--- src/hw/glyph_pkg.sv ---
`default_nettype none

package glyph_pkg;

	typedef logic [9:0]   coord_t;
	typedef logic [11:0]  color_t;
	typedef logic [3:0]   glyph_row_t;
	typedef logic [3:0]   glyph_col_t;
	typedef logic [143:0] glyph_line_t;

	// ======================================================================
	// 640x480 raster
	// ======================================================================
	localparam coord_t H_ACTIVE = 10'd640;
	localparam coord_t H_FRONT  = 10'd16;
	localparam coord_t H_SYNC   = 10'd96;
	localparam coord_t H_BACK   = 10'd48;
	localparam coord_t H_TOTAL  = H_ACTIVE + H_FRONT + H_SYNC + H_BACK;

	localparam coord_t V_ACTIVE = 10'd480;
	localparam coord_t V_FRONT  = 10'd10;
	localparam coord_t V_SYNC   = 10'd2;
	localparam coord_t V_BACK   = 10'd33;
	localparam coord_t V_TOTAL  = V_ACTIVE + V_FRONT + V_SYNC + V_BACK;

	// ======================================================================
	// Zero glyph, column 0 in the lowest pixel field
	// ======================================================================
	localparam coord_t GLYPH_W = 10'd12;
	localparam coord_t GLYPH_H = 10'd16;

	// Backdrop grey, drawn as transparent.
	localparam color_t KEY_COLOR = 12'hCCC;

	localparam glyph_line_t GLYPH_ZERO [0:GLYPH_H-1] = '{
		144'hCCC_CCC_CCC_CCC_BBB_999_999_BBB_CCC_CCC_CCC_CCC,
		144'hCCC_CCC_BBB_444_000_000_000_000_555_BBB_CCC_CCC,
		144'hCCC_BBB_222_000_000_000_000_000_000_333_CCC_CCC,
		144'hCCC_777_000_000_444_AAA_BBB_444_000_000_888_CCC,
		144'hCCC_222_000_000_BBB_CCC_CCC_BBB_111_000_333_CCC,
		144'hBBB_000_000_000_333_BBB_CCC_CCC_555_000_000_CCC,
		144'hBBB_000_000_000_000_333_BBB_CCC_666_000_000_BBB,
		144'h999_000_000_777_222_000_222_AAA_777_000_000_999,
		144'h999_000_000_777_BBB_333_000_111_666_000_000_999,
		144'hBBB_000_000_666_CCC_BBB_444_000_000_000_000_BBB,
		144'hCCC_000_000_555_CCC_CCC_BBB_555_000_000_000_CCC,
		144'hCCC_333_000_111_BBB_CCC_CCC_BBB_000_000_333_CCC,
		144'hCCC_999_000_000_444_BBB_AAA_444_000_000_888_CCC,
		144'hCCC_CCC_333_000_000_000_000_000_000_333_BBB_CCC,
		144'hCCC_CCC_BBB_555_000_000_000_000_444_BBB_CCC_CCC,
		144'hCCC_CCC_CCC_CCC_BBB_999_999_BBB_CCC_CCC_CCC_CCC
	};

endpackage

`default_nettype wire

--- src/hw/vga_timing.sv ---
`default_nettype none

module vga_timing (
	input  wire                clk,
	input  wire                rst,
	output glyph_pkg::coord_t  x,
	output glyph_pkg::coord_t  y,
	output logic               active,
	output logic               hsync_raw,
	output logic               vsync_raw,
	output logic               frame_end
);

	glyph_pkg::coord_t h_next;
	glyph_pkg::coord_t v_next;

	// ======================================================================
	// Next counter position
	// ======================================================================
	always_comb
	begin
		h_next = x + 10'd1;
		v_next = y;
		if (x == glyph_pkg::H_TOTAL - 10'd1)
		begin
			h_next = '0;
			if (y == glyph_pkg::V_TOTAL - 10'd1)
			begin
				v_next = '0;
			end
			else
			begin
				v_next = y + 10'd1;
			end
		end
	end

	// ======================================================================
	// Counters and decoded flags
	// ======================================================================
	// Flags are decoded from the next position so they line up with x and y.
	always_ff @(posedge clk)
	begin
		if (rst)
		begin
			x         <= '0;
			y         <= '0;
			active    <= 1'b1;
			hsync_raw <= 1'b1;
			vsync_raw <= 1'b1;
			frame_end <= 1'b0;
		end
		else
		begin
			x      <= h_next;
			y      <= v_next;
			active <= (h_next < glyph_pkg::H_ACTIVE) && (v_next < glyph_pkg::V_ACTIVE);

			// Sync pulses are active low.
			hsync_raw <= !((h_next >= glyph_pkg::H_ACTIVE + glyph_pkg::H_FRONT) &&
				(h_next < glyph_pkg::H_ACTIVE + glyph_pkg::H_FRONT + glyph_pkg::H_SYNC));
			vsync_raw <= !((v_next >= glyph_pkg::V_ACTIVE + glyph_pkg::V_FRONT) &&
				(v_next < glyph_pkg::V_ACTIVE + glyph_pkg::V_FRONT + glyph_pkg::V_SYNC));

			// Last pixel of the last line.
			frame_end <= (h_next == glyph_pkg::H_TOTAL - 10'd1) &&
				(v_next == glyph_pkg::V_TOTAL - 10'd1);
		end
	end

endmodule

`default_nettype wire

--- config.mk ---
export PLATFORM = sky130hd
export DESIGN_NAME = vga_timing
export DESIGN_NICKNAME = d
export VERILOG_FILES = /design/src/hw/glyph_pkg.sv /design/src/hw/vga_timing.sv
export SDC_FILE = /design/constraint.sdc
export NUM_CORES = 1
export LEC_CHECK = 0
export BUFFER_PORTS_ARGS = -buffer_cell sky130_fd_sc_hd__buf_2
export CORE_MARGIN = 2
export CORE_UTILIZATION = 55
export CTS_BUF_LIST = sky130_fd_sc_hd__clkbuf_4 sky130_fd_sc_hd__clkbuf_8 sky130_fd_sc_hd__clkbuf_16
export DETAILED_ROUTE_END_ITERATION = 16
export HOLD_SLACK_MARGIN = 0.1
export PLACE_DENSITY = 0.81
export SETUP_SLACK_MARGIN = 0.4
export SYNTH_ARGS = -nofsm -noshare
export SYNTH_HDL_FRONTEND = slang
export SYNTH_SLANG_ARGS = --single-unit
export TNS_END_PERCENT = 30
--- constraint.sdc ---
create_clock -name clk -period 2.4 [get_ports clk]
set_input_delay 0.48 -clock clk [delete_from_list [all_inputs] [get_ports clk]]
set_output_delay 0.48 -clock clk [all_outputs]
set_load 0.02 [all_outputs]
* Word-level counts from Yosys, hierarchy flattened *
Index checks and enable logic that the tools add are counted.
W data, S select, Z words.

storage, ports and cells
  register bits after elaboration = 24
  output and inout bits = 24

operators by class
  add/subtract/negate cells = 2
  magnitude comparators = 6
  equality and inequality tests = 4
  multiplexer cells = 3
  reduce and logical (&&, ||, !) cells = 6

operators by type and width
  operator                 count
  $eq A10 B10 Y1 const B   4
  $mux W10                 3
  $add A10 B1 Y10 const B  2
  $lt A10 B10 Y1 const B   2
  $lt A10 B9 Y1 const B    2
  $ge A10 B10 Y1 const B   1
  $ge A10 B9 Y1 const B    1
  $logic_and A1 B1 Y1      4
  $logic_not A1 Y1         2

* Logic depth before layout (Yosys ltp) *
  depth after elaboration = 6
  mapped depth = 10
  depth with buffers taken out = 8

* Worst setup path before layout *
Ideal clock, no wire load.

  path kind = register to register
  from = register x[0]
  to = register active
  arrival = 2.165 ns
  data required time = 2.285 ns
  slack = 0.119 ns
  stages on the path, launching flop included = 9
  buffers on the path = 1
  path through = dfxtp_1 -> ha_1 -> and4_1 -> buf_6 -> nand3_2 -> or3_1 -> xor2_1 -> or3_1 -> a31o_1

between the ends
  longest elaborated chain between the ends = 4

RTL lines
  item                                                      RTL line                            text
  start, declared                                           vga_timing.sv:6                     output glyph_pkg::coord_t x,
  start signal, assigned                                    vga_timing.sv:55                    x <= h_next;
  $add A10 B1 Y10 / $eq A10 B10 Y1 (equally long branches)  vga_timing.sv:22, vga_timing.sv:24
  $mux W10                                                  vga_timing.sv:24                    if (x == glyph_pkg::H_TOTAL - 10'd1)
  $lt A10 B10 Y1 / $lt A10 B9 Y1 (equally long branches)    vga_timing.sv:57                    active <= (h_next < glyph_pkg::H_ACTIVE) && (v_next < glyph_pkg::V_ACTIVE);
  $logic_and A1 B1 Y1 *                                     vga_timing.sv:57
  end signal, assigned                                      vga_timing.sv:57
  end, declared                                             vga_timing.sv:8                     output logic active,

Mark *: on every way between the ends. The rest lies on a longest branch, timed or not.
A chain may end at the register's enable or synchronous reset.

* Final worst setup path *
Same ends and word-level chain as after synthesis.

==> flow_summary.yaml <==
grt:
  grt_pass1_wl_um: 6000
  grt_max_degree: 19
  grt_overflow_total: 0
  first_global_vias: 1328
  gr-usage-all-layers: 0.238
  antenna_found_initial: 0
placement:
  port_buffers: 25
  dp_hpwl_um: 2460
  gp_congestion: 0.902
clocking:
  numCtsBuffers: 3
  ctsHtreeMaxLevel: 1
  cts_sinks: 24
  insertion_delay_ns: 0.32
  clkSlewWorstSetupHoldPaths_ns: 0.14
  root_buffer: "clkbuf_4"
  hold_buffers: 0
  cts_tree: "built"
  ctsLongestPathBuffers: 2
hold_path:
  hp-class: "in -> reg"
timing:
  hold_viol: 0
  setup_viol: 0
  relSlewSlack: 0.712
  fin_crit_sh: 0.859
  timing.fmax_mhz: 485
  finClkSkew_ns: 0.0124
  drv_slew: 0
  setup-tns-final_ns: 0
  tightest_slew_ns: 0.431
  grt_setup_unrepaired: "true"
  min_period_ns: 2.06
power:
  leakagePower_nw: 0.691
  cellPowerDensity_nw_per_um2: 361
  worst_ir_drop_vdd_mv: 0.355
synthesis:
  synth_cell_types: 47
  synth-seq-area-share: 0.330
  synthTopCellsByCount: "dfxtp_1 (24), nor2_1 (18), nand2_1 (16)"
  synth_most_common_cell: "dfxtp_1"
  yosysTopAreaCellShare: 0.330
  synthesis.nets: 183
  synth_ff_type: "dfxtp_1"
  syn_area_um2: 1460
  synth-edff-count: 0
  syn_avg_cell_area_um2: 8.23
  ys_ff_latch: 24
  ys_warn_count: 0
  synth_top_area_cell: "dfxtp_1"
  synth_area_leaders: "dfxtp_1 (33%), xnor2_1 (5.4%), nor2_1 (4.6%)"
  synth_cells: 177
  async_reset_ff_frac: 0
drt:
  wl_um: 3590
  first_pass_iters: 5
  detail-route-antenna-nets: 0
  routed_via_density: 6.03
  route.vias.total: 1448
  drt_first_iter_violations: 80
  drc: 0
  wl_per_cell_um: 14.9
setup_path:
  startpoint: "x[0]"
  end_kind: "register"
  reg2reg_to: "active"
  worstPathArrival_ns: 2.29
  ff2ff_setup_slack_ns: 0.34
  critPathMaxStageDelay_ns: 0.40
  cp_num_cells: 7
  endpoint: "active"
  setup.worst_path.start_class: "register"
  path_max_fanout: 4
  path_class: "reg -> reg"
  r2r_cells: 7
  required_ns: 2.62
  timing.rr.start: "x[0]"
  cp.buffers_inverters: 0
  cp_slowest_cell: "or3_4"
  path_delay_family: "simple AND/OR/NAND/NOR gates"
  crit_chain: "ha_4, and4_4, nand3_2, or3_4, xor2_2, or3_1, a31o_1"
layout:
  nNetsFinal: 217
  fin_util: 0.701
  area_growth_pct: 20.4
  num_antenna_cells: 0
  drive_gt1_frac: 0.305
  fillers: 193
status:
  status: "completed"
floorplan:
  fp.dieH_um: 55.5
  dieArea_um2: 3080
  rows: 18
  initial_core_util: 0.583
  die_width_um: 55.5
  ios: 26
  core_um2: 2500
run:
  maxCapViolCount: 0
[stage by stage]
step	setup slack [ns]	instance area [um^2]	power (mW)	hold WS [ns]	instances
2_1_floorplan	0.307	1480	0.439	0.499	177
3_3_place_gp	0.300	1600	0.444	0.455	227
3_5_place_dp	0.232	1600	0.446	0.468	227
4_1_cts	0.384	1690	0.634	0.501	237
5_1_grt	0.297	1750	0.654	0.519	240
6_report	0.338	1750	0.633	0.509	240
[power by group]
| group | internal (mW) | switching (mW) | total [mW] |
|---|---|---|---|
| combinational | 0.0146 | 0.0223 | 0.0369 |
| clock | 0.0609 | 0.128 | 0.189 |
| sequential | 0.401 | 0.00486 | 0.406 |
[cells by family (layout without fill, tap and decap cells)]
logic type      count (synthesis)  in the layout  synth area share
simple gates                   83             83             0.312
flops                          24             24             0.330
compound gates                 33             33             0.155
xor+xnor                       15             15            0.0902
buf+inv                        17             50            0.0722
fa+ha+maj                       4              4            0.0344
mux                             1              1           0.00687
[layout make-up]
cell class	count	area [um^2]	area share
Inverter	6	22.5	0.0128
Multi-Input combinational cell	136	928	0.530
Clock inverter	1	3.75	0.00214
Clock buffer	3	22.5	0.0128
Tap cell	30	37.5	0.0214
Sequential cell	24	497	0.283
Timing Repair Buffer	40	241	0.138
[repair_timing]
action / CTS / global route
endpoints found under the setup margin: 3 / 5
resized for setup: 7 / 10
pin swaps: 1 / 5
cloned: 0 / 0
setup buffers: 6 / 3
[state kept, by name, indices dropped and copies added (netlist names)]
register and flops:
y 10, vsync_raw 1, active 1, hsync_raw 1, frame_end 1, x 10
[placed cells by master, fill, tap and decap left out, types with 6 or more instances in the layout]
| master | n |
|---|---|
| a21oi_1 | 8 |
| buf_2 | 25 |
| buf_4 | 14 |
| dfxtp_1 | 17 |
| inv_1 | 6 |
| nand2_1 | 16 |
| nand3_1 | 11 |
| nor2_1 | 18 |
| nor3_1 | 8 |
| xnor2_1 | 8 |
[per-layer routing]
layer  vias to the layer above  wire [um]  GRT usage
met4                         0         99     0.0836
li1                        698          -          -
met3                        16        290     0.0445
met5                         -          0          0
met1                       658       1500      0.320
met2                        76       1690      0.383
[worst min-delay path by stage]
stage	startpoint	endpoint	slack (ns)	depth (start not counted)
6_report	rst	x[1]	0.51	2
5_1_grt	rst	x[6]	0.52	2
4_1_cts	rst	x[1]	0.50	2
3_5_place_dp	x[0]	x[0]	0.47	1
3_3_place_gp	x[0]	x[0]	0.46	1
2_1_floorplan	x[0]	x[0]	0.50	1
(Power assumes the default switching activity.)
