<file path="src/hw/glyph_pkg.sv">
`default_nettype none

package glyph_pkg;

	typedef logic [9:0]   coord_t;
	typedef logic [11:0]  color_t;
	typedef logic [3:0]   glyph_row_t;
	typedef logic [3:0]   glyph_col_t;
	typedef logic [143:0] glyph_line_t;

	// ======================================================================
	// 640x480 raster
	// ======================================================================
	localparam coord_t H_ACTIVE = 10'd640;
	localparam coord_t H_FRONT  = 10'd16;
	localparam coord_t H_SYNC   = 10'd96;
	localparam coord_t H_BACK   = 10'd48;
	localparam coord_t H_TOTAL  = H_ACTIVE + H_FRONT + H_SYNC + H_BACK;

	localparam coord_t V_ACTIVE = 10'd480;
	localparam coord_t V_FRONT  = 10'd10;
	localparam coord_t V_SYNC   = 10'd2;
	localparam coord_t V_BACK   = 10'd33;
	localparam coord_t V_TOTAL  = V_ACTIVE + V_FRONT + V_SYNC + V_BACK;

	// ======================================================================
	// Zero glyph, column 0 in the lowest pixel field
	// ======================================================================
	localparam coord_t GLYPH_W = 10'd12;
	localparam coord_t GLYPH_H = 10'd16;

	// Backdrop grey, drawn as transparent.
	localparam color_t KEY_COLOR = 12'hCCC;

	localparam glyph_line_t GLYPH_ZERO [0:GLYPH_H-1] = '{
		144'hCCC_CCC_CCC_CCC_BBB_999_999_BBB_CCC_CCC_CCC_CCC,
		144'hCCC_CCC_BBB_444_000_000_000_000_555_BBB_CCC_CCC,
		144'hCCC_BBB_222_000_000_000_000_000_000_333_CCC_CCC,
		144'hCCC_777_000_000_444_AAA_BBB_444_000_000_888_CCC,
		144'hCCC_222_000_000_BBB_CCC_CCC_BBB_111_000_333_CCC,
		144'hBBB_000_000_000_333_BBB_CCC_CCC_555_000_000_CCC,
		144'hBBB_000_000_000_000_333_BBB_CCC_666_000_000_BBB,
		144'h999_000_000_777_222_000_222_AAA_777_000_000_999,
		144'h999_000_000_777_BBB_333_000_111_666_000_000_999,
		144'hBBB_000_000_666_CCC_BBB_444_000_000_000_000_BBB,
		144'hCCC_000_000_555_CCC_CCC_BBB_555_000_000_000_CCC,
		144'hCCC_333_000_111_BBB_CCC_CCC_BBB_000_000_333_CCC,
		144'hCCC_999_000_000_444_BBB_AAA_444_000_000_888_CCC,
		144'hCCC_CCC_333_000_000_000_000_000_000_333_BBB_CCC,
		144'hCCC_CCC_BBB_555_000_000_000_000_444_BBB_CCC_CCC,
		144'hCCC_CCC_CCC_CCC_BBB_999_999_BBB_CCC_CCC_CCC_CCC
	};

endpackage

`default_nettype wire

</file>
<file path="src/hw/sprite_mixer.sv">
`default_nettype none

module sprite_mixer (
	input  wire                     clk,
	input  wire                     rst,
	input  wire glyph_pkg::coord_t  x,
	input  wire glyph_pkg::coord_t  y,
	input  wire                     active,
	input  wire                     hsync_raw,
	input  wire                     vsync_raw,
	input  wire                     frame_end,
	input  wire glyph_pkg::coord_t  sprite_x,
	input  wire glyph_pkg::coord_t  sprite_y,
	input  wire glyph_pkg::color_t  bg_color,
	input  wire glyph_pkg::color_t  glyph_pixel,
	output glyph_pkg::glyph_row_t   glyph_row,
	output glyph_pkg::glyph_col_t   glyph_col,
	output glyph_pkg::color_t       rgb,
	output logic                    hsync,
	output logic                    vsync
);

	glyph_pkg::coord_t pos_x;
	glyph_pkg::coord_t pos_y;
	glyph_pkg::color_t bg_cap;
	glyph_pkg::coord_t dx;
	glyph_pkg::coord_t dy;
	logic              hit;
	logic              active_d;
	logic              hit_d;
	logic              hsync_d;
	logic              vsync_d;

	// ======================================================================
	// Per-frame capture
	// ======================================================================
	always_ff @(posedge clk)
	begin
		if (rst)
		begin
			pos_x  <= '0;
			pos_y  <= '0;
			bg_cap <= '0;
		end
		else if (frame_end)
		begin
			pos_x  <= sprite_x;
			pos_y  <= sprite_y;
			bg_cap <= bg_color;
		end
	end

	// ======================================================================
	// Hit test and ROM address
	// ======================================================================
	assign dx = x - pos_x;
	assign dy = y - pos_y;

	// Left of or above the origin never hits, so nothing wraps.
	assign hit = (x >= pos_x) && (y >= pos_y) &&
		(dx < glyph_pkg::GLYPH_W) && (dy < glyph_pkg::GLYPH_H);

	assign glyph_row = dy[3:0];
	assign glyph_col = dx[3:0];

	// ======================================================================
	// ROM alignment and output stage
	// ======================================================================
	always_ff @(posedge clk)
	begin
		if (rst)
		begin
			active_d <= 1'b0;
			hit_d    <= 1'b0;
			hsync_d  <= 1'b1;
			vsync_d  <= 1'b1;
			rgb      <= '0;
			hsync    <= 1'b1;
			vsync    <= 1'b1;
		end
		else
		begin
			active_d <= active;
			hit_d    <= hit;
			hsync_d  <= hsync_raw;
			vsync_d  <= vsync_raw;
			hsync    <= hsync_d;
			vsync    <= vsync_d;
			if (!active_d)
				rgb <= '0;
			else if (hit_d && (glyph_pixel != glyph_pkg::KEY_COLOR))
				rgb <= glyph_pixel;
			else
				rgb <= bg_cap;
		end
	end

endmodule

`default_nettype wire

</file>
<file path="config.mk">
export PLATFORM = sky130hd
export DESIGN_NAME = sprite_mixer
export DESIGN_NICKNAME = d
export VERILOG_FILES = /design/src/hw/glyph_pkg.sv /design/src/hw/sprite_mixer.sv
export SDC_FILE = /design/constraint.sdc
export NUM_CORES = 1
export LEC_CHECK = 0
export BUFFER_PORTS_ARGS = -buffer_cell sky130_fd_sc_hd__buf_4
export CORE_MARGIN = 2
export CORE_UTILIZATION = 45
export CTS_BUF_LIST = sky130_fd_sc_hd__clkbuf_2 sky130_fd_sc_hd__clkbuf_4 sky130_fd_sc_hd__clkbuf_8
export DETAILED_ROUTE_END_ITERATION = 16
export GPL_TIMING_DRIVEN = 0
export PLACE_DENSITY = 0.72
export SLEW_MARGIN = 20
export SYNTH_ARGS = -nofsm -noshare
export SYNTH_HDL_FRONTEND = slang
export SYNTH_SLANG_ARGS = --single-unit
</file>
<file path="constraint.sdc">
create_clock -name clk -period 4.8 [get_ports clk]
set_clock_uncertainty 0.1 [all_clocks]
set_input_delay 0.24 -clock clk [delete_from_list [all_inputs] [get_ports clk]]
set_output_delay 0.24 -clock clk [all_outputs]
set_load 0.02 [all_outputs]
</file>
* Yosys cells after proc, flatten, opt, wreduce, memory -nomap -nowiden
Index checks and enable logic that the tools add are counted.
Storage, ports and cells: output and inout bits 22, register bits after elaboration 50, logic and storage cells 24
Operators by class: add/sub/neg operators 2, reductions and logical operators 5, muxes and demuxes 1, equality and inequality tests 1, $lt $le $gt $ge 4, bitwise operators 1
Operators by type and width (count):
- >= comparator 10 bit | 2
- subtractor 10 bit | 2
- 2-to-1 mux 12 bit | 1
- != test 12 bit (second input constant) | 1
- less-than comparator 10 x 4 -> 1 bit (second input constant) | 1
- less-than comparator 10 x 5 -> 1 bit (second input constant) | 1
- logical AND 1 bit | 4
- OR reduction 2 bit | 1
- inverter 1 bit | 1

* Depth between registers and ports, before layout
word-level depth 4, gate-level depth with buffers 10, depth with buffers taken out 10

* Worst setup path before layout
OpenSTA, ideal clock, no wires.
path kind flip-flop to flip-flop, from register pos_x[6], to register hit_d, path buffers 0, library setup time 0.088 ns, clock period less this slack 2.366 ns, stages on the path, launching flop included 9, required time 4.612 ns, setup slack 2.434 ns, arrival time 2.178 ns, cells stage by stage dfxtp_1 inv_1 ha_1 a21o_1 a221o_1 or4_1 nor3_1 nand4b_1 nor4_2
On the way: cells in the longest elaborated chain, start to end 4, elaborated cells on any way between the ends 6, classes of those cells add/sub: 1; order compare: 2; reduce/logical: 3
Ends and longest elaborated chain:
- from (decl) | line sprite_mixer.sv:23 | glyph_pkg::coord_t pos_x;
- from (signal assigned) | line sprite_mixer.sv:47 | pos_x <= sprite_x;
- subtractor 10 bit or >= comparator 10 bit (tied branches) | line sprite_mixer.sv:56, sprite_mixer.sv:60
- less-than comparator 10 x 4 -> 1 bit or logical AND 1 bit (tied branches) | line sprite_mixer.sv:61, sprite_mixer.sv:60
- logical AND 1 bit * | line sprite_mixer.sv:60 | assign hit = (x >= pos_x) && (y >= pos_y) &&
- logical AND 1 bit * | line sprite_mixer.sv:61 | (dx < glyph_pkg::GLYPH_W) && (dy < glyph_pkg::GLYPH_H);
- to (signal assigned) | line sprite_mixer.sv:84 | hit_d <= hit;
- to (decl) | line sprite_mixer.sv:30 | logic hit_d;
Every way passes the cells marked *; elsewhere a longest branch is shown, timed or not. A chain may end at the register's enable or synchronous reset.

* Worst setup path in the final report
Ends and elaborated chain as after synthesis.

==> impl_metrics.sql <==
INSERT INTO impl_metrics (metric_group, metric, value, unit) VALUES
('synth', 'yosysTopAreaCell', 'dfxtp_1', ''),
('pwr', 'vdd.ir_drop.worst', '0.174', 'mV'),
('placed_design', 'worst_slack_at_placement', '2280', 'ps'),
('floorplanning', 'floorplan.initialDensity', '46.6', '%'),
('clock_tree', 'cts_hold_buffers', '0', ''),
('final_layout', 'mostFrequentLayoutCells', 'buf_4 (90), dfxtp_1 (50), nor2_1 (48)', ''),
('route', 'detailedRoute.firstIterationViolations', '62', ''),
('final_layout', 'area.growth.synth_to_final', '31.3', '%'),
('worst_setup_path', 'cp.arrival', '2650', 'ps'),
('placed_design', 'place.gp.congestion', '0.796', ''),
('synth', 'netlist_instances', '314', ''),
('clock_tree', 'clk-insertion-delay-late', '300', 'ps'),
('final_layout', 'finalNetCount', '503', ''),
('worst_setup_path', 'crit_path_top_delay_cell', 'or4_1', ''),
('synth', 'synth_enable_flop_cells', '0', ''),
('pwr', 'pwr_density_cell', '266', 'mW/mm^2'),
('global_routing', 'first_global_vias', '2186', ''),
('clock_tree', 'cts_made_buffers', '5', ''),
('placed_design', 'placement.io_buffers', '90', ''),
('clock_tree', 'clock_tree.root_cell', 'clkbuf_8', ''),
('clock_tree', 'post-cts-setup-buffers', '0', ''),
('route', 'remaining_drc_errors', '0', ''),
('clock_tree', 'cts.sink_count', '50', ''),
('final_layout', 'diodes', '0', ''),
('timing', 'fin_tns_setup', '0', 'ps'),
('route', 'vias_per_cell', '4.96', ''),
('pwr', 'p_switching', '291', 'uW'),
('timing', 'period_share', '52.6', '%'),
('global_routing', 'grt_util_all_layers', '18.0', '%'),
('timing', 'final_period_minus_worst_setup_slack', '2530', 'ps'),
('pwr', 'power.share.sequential', '46.0', '%'),
('pwr', 'pint', '673', 'uW'),
('pwr', 'pwr-share-clk', '26.4', '%'),
('worst_setup_path', 'reg2reg_slack', '2270', 'ps'),
('synth', 'yosysWarningCount', '0', ''),
('clock_tree', 'tritoncts', 'yes', ''),
('min_path', 'hold_critical_path_depth', '2', ''),
('synth', 'synth-async-reset-ratio', '0', '%'),
('pwr', 'power.share.combinational', '27.6', '%'),
('floorplanning', 'core-area', '0.00592', 'mm^2'),
('route', 'drt.antenna.violating_nets', '0', ''),
('global_routing', 'grt_max_degree', '18', ''),
('clock_tree', 'cts.repair.resized', '0', ''),
('clock_tree', 'clk_pin_slew', '100', 'ps'),
('timing', 'final_hold_viol_count', '0', ''),
('worst_setup_path', 'worst_path_dominant_cell_family', 'simple AND/OR/NAND/NOR gates', ''),
('route', 'route.final.wire_length', '6.10', 'mm'),
('global_routing', 'grt_pass1_wl', '9.50', 'mm'),
('timing', 'fmax', '396', 'MHz'),
('timing', 'setup_repair_after_global_routing_missed_its_margin', 'false', ''),
('synth', 'yosysUniqueCellTypes', '50', ''),
('timing', 'slew_violations', '0', ''),
('synth', 'syn_avg_cell_area', '8.79', 'um^2'),
('status', 'status', 'finished, final reports clean', ''),
('route', 'routed_wire_per_std_cell', '12.5', 'um'),
('timing', 'timing.slew.headroom', '50.6', '%'),
('global_routing', 'grt_antenna_before_repair', '0', ''),
('placed_design', 'standard_cell_area_after_detailed_placement', '0.00353', 'mm^2'),
('global_routing', 'globalRouteOverflowTotal', '0', ''),
('route', 'detail_route.first_pass.iterations', '4', ''),
('synth', 'synth_nets', '406', ''),
('worst_setup_path', 'critPathLaunchType', 'flop', ''),
('floorplanning', 'chipWidth', '82.3', 'um'),
('synth', 'synth_top_area_share', '36.2', '%'),
('timing', 'tightest_slew', '741', 'ps'),
('worst_setup_path', 'worst-path-buf-inv', '1', ''),
('worst_setup_path', 'path_max_fanout', '6', ''),
('synth', 'synth-seq-area-share', '36.2', '%'),
('floorplanning', 'fp-row-count', '28', ''),
('final_layout', 'final_area', '0.00362', 'mm^2'),
('synth', 'synth.area.top_cells', 'dfxtp_1 (36%), mux2i_1 (15%), ha_1 (9.1%), nor2_1 (6.5%), inv_1 (4.2%)', '');
[area by class of cell]
class	instances	area (um^2)
well taps	75	93.8
plain buffers	10	37.5
repair buffers	90	676
clock inverters	3	25.0
multi-input cells	222	1590
fillers	540	2300
flip-flops and latches	50	1000
inverters	32	134
clock buffers	5	68.8
[synth_stat cells, drive strengths merged (2+ instances only)]
cell type	number
fa	2
o21ai	7
ha	20
nor4b	2
clkbuf	6
xor2	3
a221o	2
o2111ai	3
a21oi	19
nand2	19
inv	31
nand2b	3
xnor2	5
a211oi	4
a21o	4
a31oi	2
nor2	48
nand4	2
nor3	3
dfxtp	50
nor2b	3
a21boi	2
mux2i	41
nand3	3
or2	5
buf	4
[per-layer routing]
| layer | global-route usage, % | vias up | part of all wire, % |
|---|---|---|---|
| met3 | 3.80 | 2 | 5.0 |
| met4 | 3.50 | 0 | 0.44 |
| met1 | 24.1 | 1085 | 46 |
| met5 | 0 | - | 0 |
| li1 | - | 1272 | - |
| met2 | 30.1 | 55 | 48 |
[per-stage QoR]
step	utilization [%]	hold slack, ps	std cells
after floorplan	-	244	314
after global placement	59.6	296	479
after detailed placement	59.6	300	479
after CTS	61.2	9.72	487
after global routing	61.2	7.22	487
final	61.2	18.8	487
[how the worst max path moves through the flow]
| stage | depth (start not counted) | endpoint | slack [ps] | from |
|---|---|---|---|---|
| 4_1_cts | 8 | hit_d | 2270 | pos_x[6] |
| 2_1_floorplan | 8 | hit_d | 2430 | pos_x[6] |
| 6_report | 8 | hit_d | 2270 | pos_x[6] |
| 3_5_place_dp | 8 | hit_d | 2280 | x[6] |
| 5_1_grt | 8 | hit_d | 2150 | pos_x[6] |
| 3_3_place_gp | 8 | hit_d | 2280 | x[6] |
[cell families after synthesis]
| group | after synthesis | share of synthesized area [%] |
|---|---|---|
| buffers and inverters | 42 | 6.21 |
| adders and majority gates | 22 | 10.5 |
| AOI/OAI and AO/OA | 52 | 12.2 |
| and+or+nand+nor | 99 | 17.4 |
| muxes | 41 | 14.9 |
| DFF | 50 | 36.2 |
| xor gates and xnor gates | 8 | 2.54 |
[power by group through the flow]
stage	combinational (uW)	clock, uW	sequential (uW)
after floorplan	169	0	453
after global placement	262	0	453
after detailed placement	267	0	453
after CTS	268	262	444
after global routing	294	282	446
final	266	255	443
[sequential cells by signal (all words and copies together), names as in the netlist]
register and count:
hit_d 1, hsync 1, vsync 1, hsync_d 1, bg_cap 12, pos_x 10, vsync_d 1, active_d 1
pos_y 10, rgb 12
No activity file was read; power rests on OpenSTA's default activity.
